`config.mk`:
```
export PLATFORM = sky130hd
export DESIGN_NAME = lcdController
export DESIGN_NICKNAME = d
export VERILOG_FILES = /design/src/lcdPkg.sv /design/src/busWriter.sv /design/src/lcdController.sv /design/src/lcdSequencer.sv /design/src/pixelFill.sv /design/src/scriptRom.sv
export SDC_FILE = /design/constraint.sdc
export NUM_CORES = 1
export LEC_CHECK = 0
export BUFFER_PORTS_ARGS = -buffer_cell sky130_fd_sc_hd__buf_2
export CORE_UTILIZATION = 61
export CTS_CLUSTER_SIZE = 16
export DETAILED_ROUTE_END_ITERATION = 16
export GPL_ROUTABILITY_DRIVEN = 0
export PLACE_DENSITY = 0.79
export SLEW_MARGIN = 10
export SYNTH_ARGS = -nofsm -noshare
export SYNTH_HDL_FRONTEND = slang
export SYNTH_SLANG_ARGS = --single-unit
```
`constraint.sdc`:
```
create_clock -name clk -period 9.5 [get_ports clk]
set_input_delay 0.95 -clock clk [delete_from_list [all_inputs] [get_ports clk]]
set_output_delay 0.95 -clock clk [all_outputs]
set_load 0.02 [all_outputs]
```
`src/lcdPkg.sv`:
```
package lcdPkg;

  typedef enum logic [2:0] {
    opNone,
    opInit,
    opDispOn,
    opDispOff,
    opFill
  } lcdOp_e;

  typedef enum logic [2:0] {
    colRed,
    colGreen,
    colBlue,
    colBlack,
    colWhite
  } colorSel_e;

  typedef struct packed {
    lcdOp_e      op;
    colorSel_e   color;
    logic [15:0] xStart;
    logic [15:0] xEnd;
    logic [15:0] yStart;
    logic [15:0] yEnd;
  } lcdReq_t;

  // isData high selects parameter or pixel, low selects command
  typedef struct packed {
    logic       isData;
    logic [7:0] value;
  } busWord_t;

  typedef struct packed {
    logic       csx;
    logic       dcx;
    logic       wrx;
    logic [7:0] data;
  } lcdBus_t;

  typedef enum logic [1:0] {
    stepCmd,
    stepParam,
    stepWait,
    stepEnd
  } scriptStep_e;

  typedef struct packed {
    scriptStep_e kind;
    logic [7:0]  arg;
  } scriptStep_t;

  localparam logic [7:0] CMD_SLEEP_IN   = 8'h10;
  localparam logic [7:0] CMD_SW_RESET   = 8'h01;
  localparam logic [7:0] CMD_SLEEP_OUT  = 8'h11;
  localparam logic [7:0] CMD_PIX_FMT    = 8'h3A;
  localparam logic [7:0] CMD_MADCTL     = 8'h36;
  localparam logic [7:0] CMD_DISP_ON    = 8'h29;
  localparam logic [7:0] CMD_DISP_OFF   = 8'h28;
  localparam logic [7:0] CMD_COL_ADDR   = 8'h2A;
  localparam logic [7:0] CMD_PAGE_ADDR  = 8'h2B;
  localparam logic [7:0] CMD_MEM_WRITE  = 8'h2C;

  localparam logic [7:0] PIX_FMT_16BIT  = 8'h55;
  localparam logic [7:0] MADCTL_VALUE   = 8'hB8;

  // simulation-sized, scale up for a real panel
  localparam logic [15:0] WAIT_SLEEP = 16'd40;
  localparam logic [15:0] WAIT_RESET = 16'd40;
  localparam logic [15:0] WAIT_WAKE  = 16'd20;
  localparam logic [15:0] WAIT_SHORT = 16'd10;

  // argument of a wait step
  localparam logic [7:0] WAIT_ID_SLEEP = 8'd0;
  localparam logic [7:0] WAIT_ID_RESET = 8'd1;
  localparam logic [7:0] WAIT_ID_WAKE  = 8'd2;
  localparam logic [7:0] WAIT_ID_SHORT = 8'd3;

  localparam int SCRIPT_DEPTH = 16;

  function automatic logic [15:0] waitLength(logic [7:0] waitId);
    case (waitId)
      WAIT_ID_SLEEP: return WAIT_SLEEP;
      WAIT_ID_RESET: return WAIT_RESET;
      WAIT_ID_WAKE:  return WAIT_WAKE;
      default:       return WAIT_SHORT;
    endcase
  endfunction

  // RGB565
  function automatic logic [15:0] colorWord(colorSel_e color);
    case (color)
      colRed:   return 16'hF800;
      colGreen: return 16'h07E0;
      colBlue:  return 16'h001F;
      colBlack: return 16'h0000;
      default:  return 16'hFFFF;
    endcase
  endfunction

endpackage

```
`src/busWriter.sv`:
```
`timescale 1ns/1ns

module busWriter import lcdPkg::*; (
  input  logic     clk,
  input  logic     rst,
  input  logic     select,
  input  logic     wordValid,
  input  busWord_t word,
  output logic     wordReady,
  output lcdBus_t  lcdPins
);

  always_ff @(posedge clk, posedge rst) begin
    if (rst) begin
      lcdPins <= '{csx: 1'b1, dcx: 1'b1, wrx: 1'b1, data: 8'h00};
      wordReady <= 1'b1;
    end else begin
      lcdPins.csx <= !select;
      if (wordValid && wordReady) begin
        // first half of the strobe, dcx and data set up with wrx low
        lcdPins.wrx <= 1'b0;
        lcdPins.dcx <= word.isData;
        lcdPins.data <= word.value;
        wordReady <= 1'b0;
      end else if (!wordReady) begin
        // panel latches on this rising edge
        lcdPins.wrx <= 1'b1;
        wordReady <= 1'b1;
      end
    end
  end

  strobeInsideSelect: assert property (
    @(posedge clk) disable iff (rst)
    !lcdPins.wrx |-> !lcdPins.csx
  );

endmodule

```
`src/lcdController.sv`:
```
`timescale 1ns/1ns

module lcdController import lcdPkg::*; (
  input  logic    clk,
  input  logic    rst,
  input  lcdReq_t req,
  input  logic    reqValid,
  output logic    busy,
  output logic    done,
  output lcdBus_t lcdPins
);

  lcdOp_e                          scriptOp;
  logic [$clog2(SCRIPT_DEPTH)-1:0] stepIndex;
  scriptStep_t                     step;
  logic                            fillStart;
  lcdReq_t                         fillReq;
  logic                            fillValid;
  logic                            fillLast;
  busWord_t                        fillWord;
  logic                            fillTake;
  logic                            wordValid;
  busWord_t                        word;
  logic                            wordReady;
  logic                            select;

  lcdSequencer sequencer (
    .clk(clk), .rst(rst), .req(req), .reqValid(reqValid), .busy(busy), .done(done),
    .scriptOp(scriptOp), .stepIndex(stepIndex), .step(step),
    .fillStart(fillStart), .fillReq(fillReq), .fillValid(fillValid), .fillLast(fillLast),
    .fillWord(fillWord), .fillTake(fillTake),
    .wordValid(wordValid), .word(word), .wordReady(wordReady), .select(select)
  );

  scriptRom rom (.scriptOp(scriptOp), .stepIndex(stepIndex), .step(step));

  pixelFill filler (
    .clk(clk), .rst(rst), .start(fillStart), .fillReq(fillReq), .fillValid(fillValid),
    .fillLast(fillLast), .fillWord(fillWord), .fillTake(fillTake)
  );

  busWriter writer (
    .clk(clk), .rst(rst), .select(select), .wordValid(wordValid), .word(word),
    .wordReady(wordReady), .lcdPins(lcdPins)
  );

endmodule

```
`src/lcdSequencer.sv`:
```
`timescale 1ns/1ns

module lcdSequencer import lcdPkg::*; (
  input  logic                            clk,
  input  logic                            rst,
  input  lcdReq_t                         req,
  input  logic                            reqValid,
  output logic                            busy,
  output logic                            done,
  output lcdOp_e                          scriptOp,
  output logic [$clog2(SCRIPT_DEPTH)-1:0] stepIndex,
  input  scriptStep_t                     step,
  output logic                            fillStart,
  output lcdReq_t                         fillReq,
  input  logic                            fillValid,
  input  logic                            fillLast,
  input  busWord_t                        fillWord,
  output logic                            fillTake,
  output logic                            wordValid,
  output busWord_t                        word,
  input  logic                            wordReady,
  output logic                            select
);

  typedef enum logic [2:0] {
    sIdle,
    sOpen,
    sScript,
    sWait,
    sFill,
    sClose,
    sFinish
  } seqState_e;

  seqState_e   state;
  seqState_e   nextState;
  lcdReq_t     reqQ;
  logic [15:0] waitCnt;
  logic        finishDly;
  logic        waitStep;

  assign scriptOp = reqQ.op;
  assign fillReq = reqQ;
  assign busy = (state != sIdle);
  assign fillStart = (state == sOpen) && (reqQ.op == opFill);
  assign waitStep = (state == sScript) && (step.kind == stepWait);
  // keep csx low until the last strobe has finished
  assign select = (state inside {sOpen, sScript, sWait, sFill}) ||
                  ((state == sClose) && !wordReady);

  always_comb begin
    wordValid = 1'b0;
    word = '{isData: 1'b0, value: 8'h00};
    fillTake = 1'b0;
    case (state)
      sScript: begin
        if (step.kind == stepCmd || step.kind == stepParam) begin
          wordValid = 1'b1;
          word = '{isData: (step.kind == stepParam), value: step.arg};
        end
      end
      sFill: begin
        wordValid = fillValid;
        word = fillWord;
        fillTake = fillValid && wordReady;
      end
      default: ;
    endcase
  end

  always_comb begin
    nextState = state;
    case (state)
      sIdle: begin
        if (reqValid) begin
          nextState = (req.op == opNone) ? sFinish : sOpen;
        end
      end
      sOpen: nextState = (reqQ.op == opFill) ? sFill : sScript;
      sScript: begin
        // a wait only begins once the previous write is complete
        if (waitStep && wordReady) begin
          nextState = sWait;
        end else if (step.kind == stepEnd) begin
          nextState = sClose;
        end
      end
      sWait: if (waitCnt == 16'd0) nextState = sScript;
      sFill: if (fillTake && fillLast) nextState = sClose;
      sClose: if (wordReady) nextState = sFinish;
      sFinish: if (!reqValid && finishDly && !done) nextState = sIdle;
      default: nextState = sIdle;
    endcase
  end

  always_ff @(posedge clk) begin
    if (state == sIdle && reqValid) begin
      reqQ <= req;
    end
  end

  always_ff @(posedge clk, posedge rst) begin
    if (rst) begin
      state <= sIdle;
      stepIndex <= '0;
      waitCnt <= 16'd0;
      finishDly <= 1'b0;
      done <= 1'b0;
    end else begin
      state <= nextState;
      finishDly <= (state == sFinish);
      // csx is already high by the second finish cycle
      done <= (state == sFinish) && !finishDly;
      if (state == sIdle) begin
        stepIndex <= '0;
      end else if ((wordValid && wordReady && state == sScript) || (waitStep && wordReady)) begin
        stepIndex <= stepIndex + 1'b1;
      end
      if (waitStep) begin
        waitCnt <= waitLength(step.arg);
      end else if (state == sWait && waitCnt != 16'd0) begin
        waitCnt <= waitCnt - 16'd1;
      end
    end
  end

  doneOnlyInFinish: assert property (
    @(posedge clk) disable iff (rst)
    done |-> (state == sFinish)
  );

  fillWindowOrdered: assert property (
    @(posedge clk) disable iff (rst)
    (state == sIdle && reqValid && req.op == opFill) |->
      (req.xStart <= req.xEnd) && (req.yStart <= req.yEnd)
  );

endmodule

```
`src/pixelFill.sv`:
```
`timescale 1ns/1ns

module pixelFill import lcdPkg::*; (
  input  logic     clk,
  input  logic     rst,
  input  logic     start,
  input  lcdReq_t  fillReq,
  output logic     fillValid,
  output logic     fillLast,
  output busWord_t fillWord,
  input  logic     fillTake
);

  typedef enum logic [1:0] {
    colAddr,
    pageAddr,
    memCmd,
    pixels
  } fillPhase_e;

  fillPhase_e  phase;
  lcdReq_t     reqQ;
  logic        active;
  logic [2:0]  wordIdx;
  logic        lowByte;
  logic [31:0] pixelCnt;
  logic [16:0] spanX;
  logic [16:0] spanY;
  logic [33:0] area;
  logic [15:0] color;

  // command, then start and end coordinates, high byte first
  function automatic busWord_t addrWord(logic [7:0] cmd, logic [15:0] first,
                                        logic [15:0] last, logic [2:0] idx);
    case (idx)
      3'd0:    return '{isData: 1'b0, value: cmd};
      3'd1:    return '{isData: 1'b1, value: first[15:8]};
      3'd2:    return '{isData: 1'b1, value: first[7:0]};
      3'd3:    return '{isData: 1'b1, value: last[15:8]};
      default: return '{isData: 1'b1, value: last[7:0]};
    endcase
  endfunction

  assign spanX = {1'b0, fillReq.xEnd} - {1'b0, fillReq.xStart} + 17'd1;
  assign spanY = {1'b0, fillReq.yEnd} - {1'b0, fillReq.yStart} + 17'd1;
  assign area = spanX * spanY;
  assign color = colorWord(reqQ.color);

  assign fillValid = active;
  assign fillLast = active && (phase == pixels) && lowByte && (pixelCnt == 32'd1);

  always_comb begin
    case (phase)
      colAddr:  fillWord = addrWord(CMD_COL_ADDR, reqQ.xStart, reqQ.xEnd, wordIdx);
      pageAddr: fillWord = addrWord(CMD_PAGE_ADDR, reqQ.yStart, reqQ.yEnd, wordIdx);
      memCmd:   fillWord = '{isData: 1'b0, value: CMD_MEM_WRITE};
      default:  fillWord = '{isData: 1'b1, value: lowByte ? color[7:0] : color[15:8]};
    endcase
  end

  always_ff @(posedge clk) begin
    if (start) begin
      reqQ <= fillReq;
    end
  end

  always_ff @(posedge clk, posedge rst) begin
    if (rst) begin
      active <= 1'b0;
      phase <= colAddr;
      wordIdx <= 3'd0;
      lowByte <= 1'b0;
      pixelCnt <= 32'd0;
    end else if (start) begin
      active <= 1'b1;
      phase <= colAddr;
      wordIdx <= 3'd0;
      lowByte <= 1'b0;
      pixelCnt <= area[31:0];
    end else if (active && fillTake) begin
      case (phase)
        colAddr, pageAddr: begin
          if (wordIdx == 3'd4) begin
            wordIdx <= 3'd0;
            phase <= (phase == colAddr) ? pageAddr : memCmd;
          end else begin
            wordIdx <= wordIdx + 3'd1;
          end
        end
        memCmd: phase <= pixels;
        default: begin
          lowByte <= !lowByte;
          // a pixel is done once its low byte goes out
          if (lowByte) begin
            pixelCnt <= pixelCnt - 32'd1;
            if (fillLast) begin
              active <= 1'b0;
            end
          end
        end
      endcase
    end
  end

endmodule

```
`src/scriptRom.sv`:
```
`timescale 1ns/1ns

module scriptRom import lcdPkg::*; (
  input  lcdOp_e                          scriptOp,
  input  logic [$clog2(SCRIPT_DEPTH)-1:0] stepIndex,
  output scriptStep_t                     step
);

  always_comb begin
    step = '{kind: stepEnd, arg: 8'h00};
    case (scriptOp)
      opInit: begin
        case (stepIndex)
          4'd0:  step = '{kind: stepCmd,   arg: CMD_SLEEP_IN};
          4'd1:  step = '{kind: stepWait,  arg: WAIT_ID_SLEEP};
          4'd2:  step = '{kind: stepCmd,   arg: CMD_SW_RESET};
          4'd3:  step = '{kind: stepWait,  arg: WAIT_ID_RESET};
          4'd4:  step = '{kind: stepCmd,   arg: CMD_SLEEP_OUT};
          4'd5:  step = '{kind: stepWait,  arg: WAIT_ID_WAKE};
          4'd6:  step = '{kind: stepCmd,   arg: CMD_PIX_FMT};
          4'd7:  step = '{kind: stepParam, arg: PIX_FMT_16BIT};
          4'd8:  step = '{kind: stepCmd,   arg: CMD_MADCTL};
          4'd9:  step = '{kind: stepParam, arg: MADCTL_VALUE};
          4'd10: step = '{kind: stepCmd,   arg: CMD_DISP_ON};
          default: ;
        endcase
      end
      opDispOff: begin
        // blank first, then let the panel settle into sleep
        case (stepIndex)
          4'd0: step = '{kind: stepCmd,  arg: CMD_DISP_OFF};
          4'd1: step = '{kind: stepWait, arg: WAIT_ID_SHORT};
          4'd2: step = '{kind: stepCmd,  arg: CMD_SLEEP_IN};
          4'd3: step = '{kind: stepWait, arg: WAIT_ID_SLEEP};
          default: ;
        endcase
      end
      opDispOn: begin
        case (stepIndex)
          4'd0: step = '{kind: stepCmd,  arg: CMD_SLEEP_OUT};
          4'd1: step = '{kind: stepWait, arg: WAIT_ID_SHORT};
          4'd2: step = '{kind: stepCmd,  arg: CMD_DISP_ON};
          4'd3: step = '{kind: stepWait, arg: WAIT_ID_SHORT};
          default: ;
        endcase
      end
      // fill and none have no script
      default: ;
    endcase
  end

endmodule
```
[Word level (Yosys, flattened, before mapping)]
Index checks and enable logic that the tools add are counted.
Widths: inputs -> output; s select.
Word-level totals
  register bits: 213
  latch bits: 0
  RAM bits: 0
  bits in read-only memories: 0
  bits of input ports: 73
  output and inout port bits: 13
  logic and storage cells: 188
  memories: 0
Operators by class
  add/sub/neg operators: 8
  multiply operators: 1
  divide/modulo/power cells: 0
  $lt $le $gt $ge: 0
  equality and inequality tests: 45
  shifts and indexed selects: 0
  muxes and demuxes: 53
  bitwise gates (word level): 0
  reduce and logical (&&, ||, !) cells: 55
Operators with widths (number)
  $mux 32: 4
  $pmux 10 s11: 1
  $pmux 9 s4: 2
  $pmux 16 s4: 1
  $pmux 10 s3: 2
  $pmux 10 s4: 1
  $mux 3: 13
  $add 17x1->17 const B: 2
  $sub 16x16->17: 2
  $eq 32x1->1 const B: 1
  $mul 17x17->32: 1
  $mux 16: 2
  $sub 32x1->32 const B: 1
  $pmux 9 s3: 1
  $eq 3x2->1 const B: 8
  $pmux 3 s7: 1
  $pmux 9 s2: 1
  $logic_and 1x1->1: 17
  $eq 4x3->1 const B: 4
  $logic_not 16->1: 1
  $reduce_bool 16->1: 1
  $sub 16x1->16 const B: 1
  $eq 3x3->1 const B: 5
  $mux 1: 13
  36 further kinds: 76

[Logic depth before layout (Yosys ltp)]
Gate-level depths: netlist of run 1.
  depth in word-level cells: 13
  gate-level depth with buffers: 36
  gate-level depth less buffers: 35

[Hierarchy]
Synthesis of run 1 repeated with hierarchy kept, for this count alone.
Second synthesis, totals
  cell total of the unflattened synthesis: 2067
  area, all modules: 20525.9 µm²
By module, submodules not included
  pixelFill: times used 1, cells each 1724, area an instance 15897.7 µm²
  lcdSequencer: times used 1, cells each 263, area an instance 3833.7 µm²
  busWriter: times used 1, cells each 26, area an instance 434.2 µm²
  scriptRom: times used 1, cells each 54, area an instance 360.3 µm²

[Least setup slack after synthesis of run 1]
No wires, ideal clock.
  path kind: flip-flop to flip-flop
  start point: register sequencer.reqQ (netlist bit sequencer.fillReq[49])
  end point: register filler.pixelCnt[31]
  arrival time: 7798 ps
  required time: 9371 ps
  setup slack: 1573 ps
  stages on the path, launching flop included: 33
  path buffers: 1
  period minus slack after synthesis: 7927 ps
  path through: edfxtp_1 -> ha_1 -> inv_1 -> ha_1 -> inv_1 -> fa_1 -> nor2b_1 -> o31a_1 -> o31ai_1 -> o211a_1 -> nor3_1 -> nor2_1 -> clkbuf_1 -> nand2_1 -> fa_1 -> fa_1 -> inv_1 -> fa_1 -> fa_1 -> fa_1 -> inv_1 -> fa_1 -> inv_1 -> ha_1 -> a21o_1 -> a211oi_1 -> o21a_1 -> o21ai_0 -> o21ai_0 -> a21oi_1 -> a211o_1 -> a221oi_1 -> nor3b_1
On the way
  word-level cells in the longest chain between the ends: 4
RTL lines
  start, declared: RTL line lcdSequencer.sv:37  | lcdReq_t reqQ;
  start signal, assigned: RTL line lcdSequencer.sv:98  | reqQ <= req;
  $sub 16x16->17: RTL line pixelFill.sv:44  | assign spanX = {1'b0, fillReq.xEnd} - {1'b0, fillReq.xStart} + 17'd1;
  $add 17x1->17: RTL line pixelFill.sv:44
  $mul 17x17->32: RTL line pixelFill.sv:46  | assign area = spanX * spanY;
  $mux 32: RTL line pixelFill.sv:74  | end else if (start) begin
  end signal, assigned: RTL line pixelFill.sv:79  | pixelCnt <= area[31:0];
  end signal, assigned: RTL line pixelFill.sv:95  | pixelCnt <= pixelCnt - 32'd1;
  end, declared: RTL line pixelFill.sv:26  | logic [31:0] pixelCnt;
Every way passes these cells.
A chain may end at the register's enable or synchronous reset.

[Worst setup path in the final report of run 1]
  start point: register sequencer.reqQ (netlist bit sequencer.fillReq[33])
  end point: register filler.pixelCnt[31]
The elaborated chain is that of the path after synthesis.

==> metrics.md, run 1 <==
| Metric | Value |
|---|---|
| Total of max-cap violations | 0 |
| Fin cells | between 2000 and 3000 |
| Nets@finish | 2612 |
| Share of cells above drive strength 1 | 0.0834 |
| Inserted Diodes | 0 |
| Synth-to-Final Area Change | 8.49% |
| GRT overflow | 0 |
| Area share of the largest cell type after synthesis | 0.223 |
| Ys Warns | 0 |
| Hold WC Path Type | reg2reg |
| RSZ-0062 raised after global routing | false |
| Worst path buffer plus inverter count | 6 |
| Async SR Flop Fraction | 0.357 |
| DRT iter0 DRCs | 1326 |
| Row cnt | 66 |
| Largest net degree at the start of global routing | 77 |
| CTS tree | yes |
| GR Util met2 | 0.491 |
| Area contributors post-synth | fa_1 (22%), edfxtp_1 (20%), ha_1 (11%), dfrtp_1 (8.9%), inv_1 (6.6%) |
| Global Route Usage Sum | 0.293 |
| Critical path required time | between 9 and 10 ns |
| Critical path capture point type | register |
| Die Area | 33800 sq um |
| CP dominant cell by count | fa_1 |
| Compound-Gate Fraction of Synth Area | 0.100 |
| Crit path depth | 32 |
| Largest area contributor in the netlist | fa_1 |
| CTS clk-pin slew, worst paths | ~0.060 ns |
| I/O Buffers | 85 |
| Post-synth EDFFs | 137 |
| Effective utilization at floorplan | 0.620 |
| CP max-delay cell | fa_1 |
| Clock Latency Late Sink | 0.53 ns |
| Most used DFF post-synth | edfxtp_1 |
| Final Max Slew Viols | 0 |
| Seq cells post-synth | between 200 and 250 |
| Reg2reg path depth | 32 |
| Mux contribution to synthesized area | 0.00397 |
| Fill cells | 2542 |
| Synth Area in XOR/XNOR | 0.0360 |
| Relative slew slack | 0.275 |
| Met1 Use GR | 0.387 |
| TNS Setup | 0 ns |
| Crit Path Class | reg2reg |
| Io pins | 86 |
| Synthesized net count | 2537 |
| PD cells | 85.2 nW/um^2 |
| Vias | 15200 |
| Post-Synth Simple-Gate Area | 0.154 |
| Adder-Cell Fraction of Synth Area | 0.329 |
| Total power | 1.87 mW |
| Syn avg cell area | slightly below 10 sq um |
| Die span in y | 184 um |
| Routed WL | 48.5 mm |
| CP Data Arrival Time | around 9.2 ns |
| Part of the cycle the worst path needs | 0.930 |
| Setup Viol. Count Final | 0 |
| Crit path from | sequencer.fillReq[33] |
| RR Startpoint | sequencer.fillReq[33] |
| Largest family of logic cells by synthesized area | adder cells |
| Hold_buf cts | 0 |
| CP max stage delay | approximately 0.55 ns |
| First-pass GRT wire length | 77.0 mm |
| Worst vdd ir | 135 uV |
| Cell family with most CP delay | adder cells |
| Clk buf depth | 3 |
| Worst Path Max Fanout | 6 |
| Static Leak | 10.3 nW |
| Vias in the first global route | 15000 |
| CTS root buf | clkbuf_16 |
| Critical path launch point type | register |
| Final hold viol count | 0 |
| Antenna violations before repair | 0 |
| Worst R2R End | filler.pixelCnt[31] |
| Core area | 32500 sq um |
| H-tree Lvls | 1 |
| Post-DRT Antenna Nets | 0 |
| Top cells by count, synth | inv_1 (357), nand2_1 (256), fa_1 (225), ha_1 (171), edfxtp_1 (137) |
| Postcts setup bufs | 0 |
| # resized after CTS | 0 |
| Worst-Margin Slew | 1.08 ns |
| Routed WL per cell | 18.6 um |
| GR Layer Usage met3 | 0.0422 |
| GRT Max-Usage Layer | met2 |
| Synth Instances | 2068 |
| Unique cell type count in the Yosys netlist | 75 |
| Die Wd | 184 um |
| # DRC | 0 |
| Final Critical Period | a little under 9 ns |
| Clock sinks | 213 |
| 1st-pass router iterations | 6 |
| R2r setup slk | about 0.66 ns |
| Hpwl dp | about 37 mm |
| Vias per cell | 5.83 |
| Inserted Clock Buffers | 23 |
| Status | complete, no violations |
| Clock Skew | between 0.02 and 0.03 ns |
| Most frequent cell after synthesis | inv_1 |
| F_max | 0.113 GHz |
| Worst setup endpoint | filler.pixelCnt[31] |
| Dpl cells | between 2000 and 3000 |
| Sequential area share after synthesis | 0.298 |
| Synthesized area | between 20000 and 25000 sq um |
## per-layer routing
metal	up-vias	wire length, um
li1	6916	-
met2	665	23600
met4	0	1930
met3	127	4100
met5	-	0
met1	7449	18800
## flip-flops by register name, summed over array words and instances, names as in the netlist
signal and cells:
filler.wordIdx 3, sequencer.stepIndex 4, sequencer.scriptOp 3, sequencer.finishDly 1
filler.lowByte 1, sequencer.done 1, sequencer.waitCnt 16, sequencer.fillReq 67
filler.reqQ 67, writer.lcdPins 11, sequencer.state 3, writer.wordReady 1
filler.phase 2, filler.pixelCnt 32, filler.fillValid 1
## report_power, final
part	internal (mW)	switching, mW
logic	0.0107	0.0127
clock network	0.477	0.382
registers	0.983	0
## placed cells by master, fill, tap and decap left out, drive strengths merged, types with 5 or more instances in the layout
cell type	instances
a211oi	12
a21o	16
a21oi	69
a221o	6
a221oi	8
a222oi	9
a31oi	17
and2	94
and3	9
buf	115
clkbuf	26
clkinv	11
dfrtp	72
edfxtp	137
fa	225
ha	171
inv	357
mux2i	8
nand2	256
nand2b	26
nand3	21
nand3b	8
nor2	103
nor2b	16
nor3	31
nor3b	12
nor4	15
o211ai	5
o21a	20
o21ai	88
o21bai	9
o22ai	8
o31ai	10
or2	6
or3	17
or4	5
xnor2	58
xor2	25
## through the flow
stage,utilization,cell area [sq um],setup WS (ns),hold WS (ns)
2_1_floorplan,-,20200,1.57,0.400
6_report,0.673,21900,0.664,0.420
4_1_cts,0.673,21900,0.803,0.420
5_1_grt,0.673,21900,0.170,0.430
3_3_place_gp,0.651,21200,1.13,0.405
3_5_place_dp,0.651,21200,0.867,0.410
## worst min-delay path by stage
stage / from / endpoint / slack, ns / depth (start not counted)
after global routing: sequencer.fillReq[65] / filler.reqQ[65] / 0.43 / 0
after global placement: sequencer.fillReq[64] / filler.reqQ[64] / 0.40 / 0
after CTS: sequencer.fillReq[64] / filler.reqQ[64] / 0.42 / 0
after floorplan: sequencer.fillReq[64] / filler.reqQ[64] / 0.40 / 0
after detailed placement: sequencer.fillReq[64] / filler.reqQ[64] / 0.41 / 0
final: sequencer.fillReq[64] / filler.reqQ[64] / 0.42 / 0
## layout make-up
| cell class | count | area [sq um] | area share |
|---|---|---|---|
| Multi-Input combinational cell | 1432 | 12600 | 0.576 |
| Timing Repair Buffer | 115 | 651 | 0.0297 |
| Clock buffer | 26 | 587 | 0.0268 |
| Inverter | 358 | 1350 | 0.0615 |
| Tap cell | 442 | 553 | 0.0253 |
| Clock inverter | 15 | 131 | 0.00600 |
| Sequential cell | 213 | 6020 | 0.275 |
## cells by family (layout without fill, tap and decap cells)
logic type | count (synthesis) | after routing
xor gates and xnor gates | 83 | 83
DFF | 213 | 213
buffers and inverters | 423 | 514
and+or+nand+nor | 632 | 632
muxes | 8 | 8
adders and majority gates | 396 | 396
AOI/OAI and AO/OA | 313 | 313
(Power assumes the default switching activity.)
==> inputs of run 2 (changes only) <==
--- a/config.mk
+++ b/config.mk
@@ -6,11 +6,10 @@
 export NUM_CORES = 1
 export LEC_CHECK = 0
 export BUFFER_PORTS_ARGS = -buffer_cell sky130_fd_sc_hd__buf_2
-export CORE_UTILIZATION = 61
+export CORE_UTILIZATION = 35
 export CTS_CLUSTER_SIZE = 16
 export DETAILED_ROUTE_END_ITERATION = 16
 export GPL_ROUTABILITY_DRIVEN = 0
-export PLACE_DENSITY = 0.79
 export SLEW_MARGIN = 10
 export SYNTH_ARGS = -nofsm -noshare
 export SYNTH_HDL_FRONTEND = slang
==> run 2 against run 1 <==
Flip-flop and latch count is the same. Core utilization shrank 28 points. Critical path depth is the same. Power increased by 2.1%. Combinational power hardly changed. Highest routed layer unchanged. Count of clock-buffer cells in the layout stayed put. First-iteration DRC count decreased by 21%. Critical endpoint unchanged. Sequential share of layout area down 0.53 points. Global-route usage down 12 points. Routed wire length up 4.6%. Non-clock buffer count increased by 3. Sequential power is essentially flat.
==> metrics.md, run 2 (synthesis results as in run 1) <==
| Metric | Value |
|---|---|
| Status | complete, no violations |
| Metal3 WL | roughly 3.6 mm |
| Io pins | 86 |
| Top sig layer | met4 |
| Die Wd | 242 um |
| # DRC | 0 |
| TNS Setup | 0 ns |
| # resized after CTS | 0 |
| Final Critical Period | 8.72 ns |
| Antenna violations before repair | 1 |
| H-tree Lvls | 1 |
| Hpwl dp | 39.9 mm |
| Post-DRT Antenna Nets | 0 |
| Worst-Margin Slew | 1.04 ns |
| Inserted Diodes | 0 |
| I/O Buffers | 85 |
| Hold WC Path Type | reg2reg |
| Critical path launch point type | register |
| Vias | 14900 |
| Routed WL per cell | 17.4 um |
| Met2 WL post-DR | 23.9 mm |
| DRT iter0 DRCs | 1042 |
| CTS tree | yes |
| Clock Latency Late Sink | 0.54 ns |
| Row cnt | 87 |
| Die span in y | 242 um |
| Worst vdd ir | 99.1 uV |
| Hold_buf cts | 0 |
| Synth-to-Final Area Change | 10.6% |
| CP max stage delay | 0.70 ns |
| CTS root buf | clkbuf_16 |
| Clk buf depth | 3 |
| Share of cells above drive strength 1 | 0.0833 |
| Crit Path Class | reg2reg |
| Static Leak | 10.4 nW |
| CP Data Arrival Time | 9.11 ns |
| Core area | 56700 sq um |
| Final WS setup | between 0.7 and 0.8 ns |
| Dpl cells | 2877 |
| Global Route Usage Sum | 0.174 |
| Vias per cell | a little over 5 |
| 1st-pass router iterations | 5 |
| Vias in the first global route | 15300 |
| Clock Skew | 0.0231 ns |
| Final Max Slew Viols | 0 |
| WL met1 | 21.7 mm |
| Part of the cycle the worst path needs | 0.918 |
| Nets@finish | 2615 |
| Pre-CTS WS | 0.858 ns |
| Total of max-cap violations | 0 |
| Critical path required time | 9.89 ns |
| PD cells | 85.3 nW/um^2 |
| F_max | 0.115 GHz |
| Final hold viol count | 0 |
| GRT overflow | 0 |
| Commonest non-fill, non-tap cell in the layout | inv_1 |
| Worst hold slack | 0.424 ns |
| Fin cells | about 3000 |
| Relative slew slack | 0.306 |
| Fin util | 0.394 |
| Largest net degree at the start of global routing | between 70 and 80 |
| Postcts setup bufs | 0 |
| Routed WL | approximately 51 mm |
| Effective utilization at floorplan | 0.356 |
| Setup Viol. Count Final | 0 |
| Sequential Area | roughly 6000 sq um |
| First-pass GRT wire length | 81.4 mm |
| CTS clk-pin slew, worst paths | 0.06 ns |
| Inserted Clock Buffers | 23 |
| Critical path capture point type | register |
| Clock sinks | 213 |
| CP max-delay cell | nor3_1 |
| Worst Path Max Fanout | 6 |
| Fill cells | approximately 5600 |
| RSZ-0062 raised after global routing | false |
| Most frequent cells in the layout | inv_1 (356), nand2_1 (256), fa_1 (225) |
| Die Area | 58600 sq um |
| Footprint of the multi-input gates | 12600 sq um |
| CP dominant cell by count | fa_1 |
==> run 2: cell types whose count changed in the layout (fill, tap and decap cells not counted), sizes merged <==
cell,previous run,this run
buf,115,118
bufinv,1,3
clkinvlp,4,2
==> run 2: final cells by class <==
cell class                      instances  area share
Tap cell                              756      0.0424
Inverter                              358      0.0603
Multi-Input combinational cell       1432       0.564
Sequential cell                       213       0.270
Timing Repair Buffer                  118      0.0301
Clock inverter                         15     0.00684
Clock buffer                           26      0.0263
==> run 2: worst paths after layout <==
check                                            from                endpoint  slack [ns]  cells past startpoint
worst max-delay path            sequencer.fillReq[33]     filler.pixelCnt[31]        0.78                     32
worst min-delay path            sequencer.fillReq[65]         filler.reqQ[65]        0.42                      0
worst max register to register  sequencer.fillReq[33]     filler.pixelCnt[31]        0.78                     32
worst min register to register  sequencer.fillReq[65]         filler.reqQ[65]        0.42                      0
max in group asynchronous                         rst  sequencer.stepIndex[1]        8.10                      3
min in group asynchronous                         rst      filler.pixelCnt[2]        0.74                      3
==> run 2: power by group <==
group          leakage [nW]  internal [mW]  switching, mW
combinational          7.74         0.0107         0.0130
sequential             2.27          0.984              0
clock                 0.358          0.524          0.373
total                  10.4           1.52          0.386
==> run 2: per-stage QoR <==
step | cell area [sq um] | total power, mW
after floorplan | 20200 | 1.01
after global placement | 21600 | 1.03
after detailed placement | 21600 | 1.03
after CTS | 22300 | 1.93
after global routing | 22300 | 1.96
final | 22300 | 1.90
==> run 2: worst max-delay path: cells and delay by family, from the launching register on <==
kind                     cells  cell delay [ns]
AO/OA/AOI/OAI               11             2.39
buffers and inverters        6             0.34
AND/OR/NAND/NOR              5             1.27
adder cells (fa/ha/maj)     10             4.17
flip-flops                   1             0.38
==> run 2: metal layers <==
metal	up-vias	track usage
met4	0	0.0503
met2	452	0.286
met1	7411	0.233
li1	6932	-
met3	86	0.0314
met5	-	0
==> inputs of run 3 (changes only) <==
--- a/config.mk
+++ b/config.mk
@@ -6,7 +6,8 @@
 export NUM_CORES = 1
 export LEC_CHECK = 0
 export BUFFER_PORTS_ARGS = -buffer_cell sky130_fd_sc_hd__buf_2
-export CORE_UTILIZATION = 35
+export CORE_UTILIZATION = 37
+export CTS_CLUSTER_DIAMETER = 60
 export CTS_CLUSTER_SIZE = 16
 export DETAILED_ROUTE_END_ITERATION = 16
 export GPL_ROUTABILITY_DRIVEN = 0
==> run 3 against run 2 <==
Final area fell by 0.82%. Global-route usage rose by 1.2 points. Via count rose by 0.26%. Sequential power barely moved. Power fell by 4.3%. Clock power fell by 9.0%. Routed wire length rose by 0.61%. Sequential share of layout area rose by 0.22 points. First-iteration DRC count rose by 3.3%. Critical path type unchanged. Critical endpoint unchanged. Largest cell class unchanged. Largest power group unchanged. Highest routed layer unchanged.
==> metrics.md, run 3 (synthesis results as in run 1) <==
| Metric | Value |
|---|---|
| Status | complete, no violations |
| Inserted Diodes | 0 |
| Vias in the first global route | approximately 15000 |
| Fin util | 0.412 |
| I/O Buffers | 85 |
| Critical path capture point type | register |
| 1st-pass router iterations | 7 |
| Clock sinks | around 210 |
| Hold WC Path Type | in2async |
| GR Util met2 | 0.309 |
| Worst Path Max Fanout | 6 |
| Critical path launch point type | register |
| Part of the cycle the worst path needs | 0.931 |
| TNS Setup | 0 ns |
| Hold_buf cts | 0 |
| RSZ-0062 raised after global routing | false |
| CTS tree | yes |
| Share of cells above drive strength 1 | 0.0808 |
| PD cells | 82.3 nW/um^2 |
| Relative slew slack | 0.336 |
| GRT overflow | 0 |
| Most frequent cells in the layout | inv_1 (356), nand2_1 (256), fa_1 (225) |
| Postcts setup bufs | 0 |
| CP Data Arrival Time | 9.22 ns |
| Final Max Slew Viols | 0 |
| Antenna violations before repair | 0 |
| GRT Max-Usage Layer | met2 |
| F_max | approximately 0.11 GHz |
| Die Wd | 236 um |
| Nets@finish | 2612 |
| Met1 Use GR | 0.255 |
| # DRC | 0 |
| Post-DRT Antenna Nets | 0 |
| Effective utilization at floorplan | 0.375 |
| Die Area | 55500 sq um |
| Crit Path Class | reg2reg |
| Worst-Margin Slew | 0.989 ns |
| GR Layer Usage met3 | 0.0274 |
| Clk buf depth | 3 |
| Vias per cell | 5.24 |
| Total of max-cap violations | 0 |
| H-tree Lvls | 1 |
| CP max-delay cell | nor3_1 |
| Io pins | 86 |
| Routed WL | 51.0 mm |
| DRT iter0 DRCs | about 1100 |
| Clock Latency Late Sink | 0.54 ns |
| Fill cells | 5255 |
| Routed WL per cell | 17.9 um |
| First-pass GRT wire length | just over 80 mm |
| Static Leak | 10.3 nW |
| Final hold viol count | 0 |
| Row cnt | 85 |
| Hpwl dp | 40.2 mm |
| Vias | roughly 15000 |
| CP max stage delay | about 0.8 ns |
| Die span in y | roughly 240 um |
| Clock Skew | 0.0382 ns |
| Critical path required time | 9.87 ns |
| Setup Viol. Count Final | 0 |
| Largest net degree at the start of global routing | around 70 |
| Final Critical Period | 8.85 ns |
| Total power | 1.82 mW |
| CP dominant cell by count | fa_1 |
| Inserted Clock Buffers | 20 |
| Worst vdd ir | 87.2 uV |
| Core area | 53800 sq um |
| Commonest non-fill, non-tap cell in the layout | inv_1 |
| # resized after CTS | 0 |
| R2r setup slk | 0.65 ns |
| Global Route Usage Sum | 0.185 |
| CTS root buf | clkbuf_16 |
| Synth-to-Final Area Change | 9.73% |
| CTS clk-pin slew, worst paths | 0.07 ns |
==> run 3: changes by cell type in the layout (fill, tap and decap cells not counted), moves of 2 or more <==
cell,change
clkinvlp_4,-2
clkinv_2,-2
clkbuf_16,-2
inv_8,+2
bufinv_16,-2
clkinv_1,-5
clkinv_8,+2
==> run 3: cell type report <==
class	instances	area, sq um	area share
Multi-Input combinational cell	1432	12600	0.568
Sequential cell	213	6020	0.272
Inverter	358	1350	0.0608
Tap cell	696	871	0.0393
Timing Repair Buffer	118	673	0.0304
Clock buffer	24	537	0.0242
Clock inverter	9	113	0.00508
==> run 3: per-layer routing <==
layer  part of all wire  wire length, um
met4              0.020             1030
met5                  0                0
met1               0.44            22500
met2               0.48            24500
met3              0.058             2960
==> run 3: per-stage QoR <==
step	hold WS [ns]	cell area [sq um]	setup WS, ns	std cells
floorplan	0.400	20200	1.57	2068
global placement	0.406	21500	0.906	2817
detailed placement	0.411	21500	0.820	2817
CTS	0.426	22100	0.744	2850
global route	0.443	22100	0.109	2850
finish	0.412	22100	0.653	2850
==> run 3: worst max-delay path: cells and delay by family, from the launching register on <==
kind / cells / cell delay [ns]
adders and majority gates: 10 / 4.21
AOI/OAI and AO/OA: 11 / 2.40
and+or+nand+nor: 5 / 1.37
DFF: 1 / 0.40
buffers and inverters: 5 / 0.27
==> run 3: path summary, 6_finish.rpt <==
path,from,depth (start not counted),end
worst max-delay path,sequencer.fillReq[49],31,filler.pixelCnt[31]
worst min register to register,sequencer.fillReq[66],0,filler.reqQ[66]
worst min-delay path,rst,2,sequencer.waitCnt[12]
max in group asynchronous,rst,3,filler.pixelCnt[31]
min in group clk,sequencer.fillReq[66],0,filler.reqQ[66]
worst max register to register,sequencer.fillReq[49],31,filler.pixelCnt[31]
==> run 3: report_power, final <==
part	switching [mW]	total, mW	internal (mW)
Combinational	0.0129	0.0237	0.0107
Clock	0.375	0.816	0.441
Sequential	0	0.983	0.983
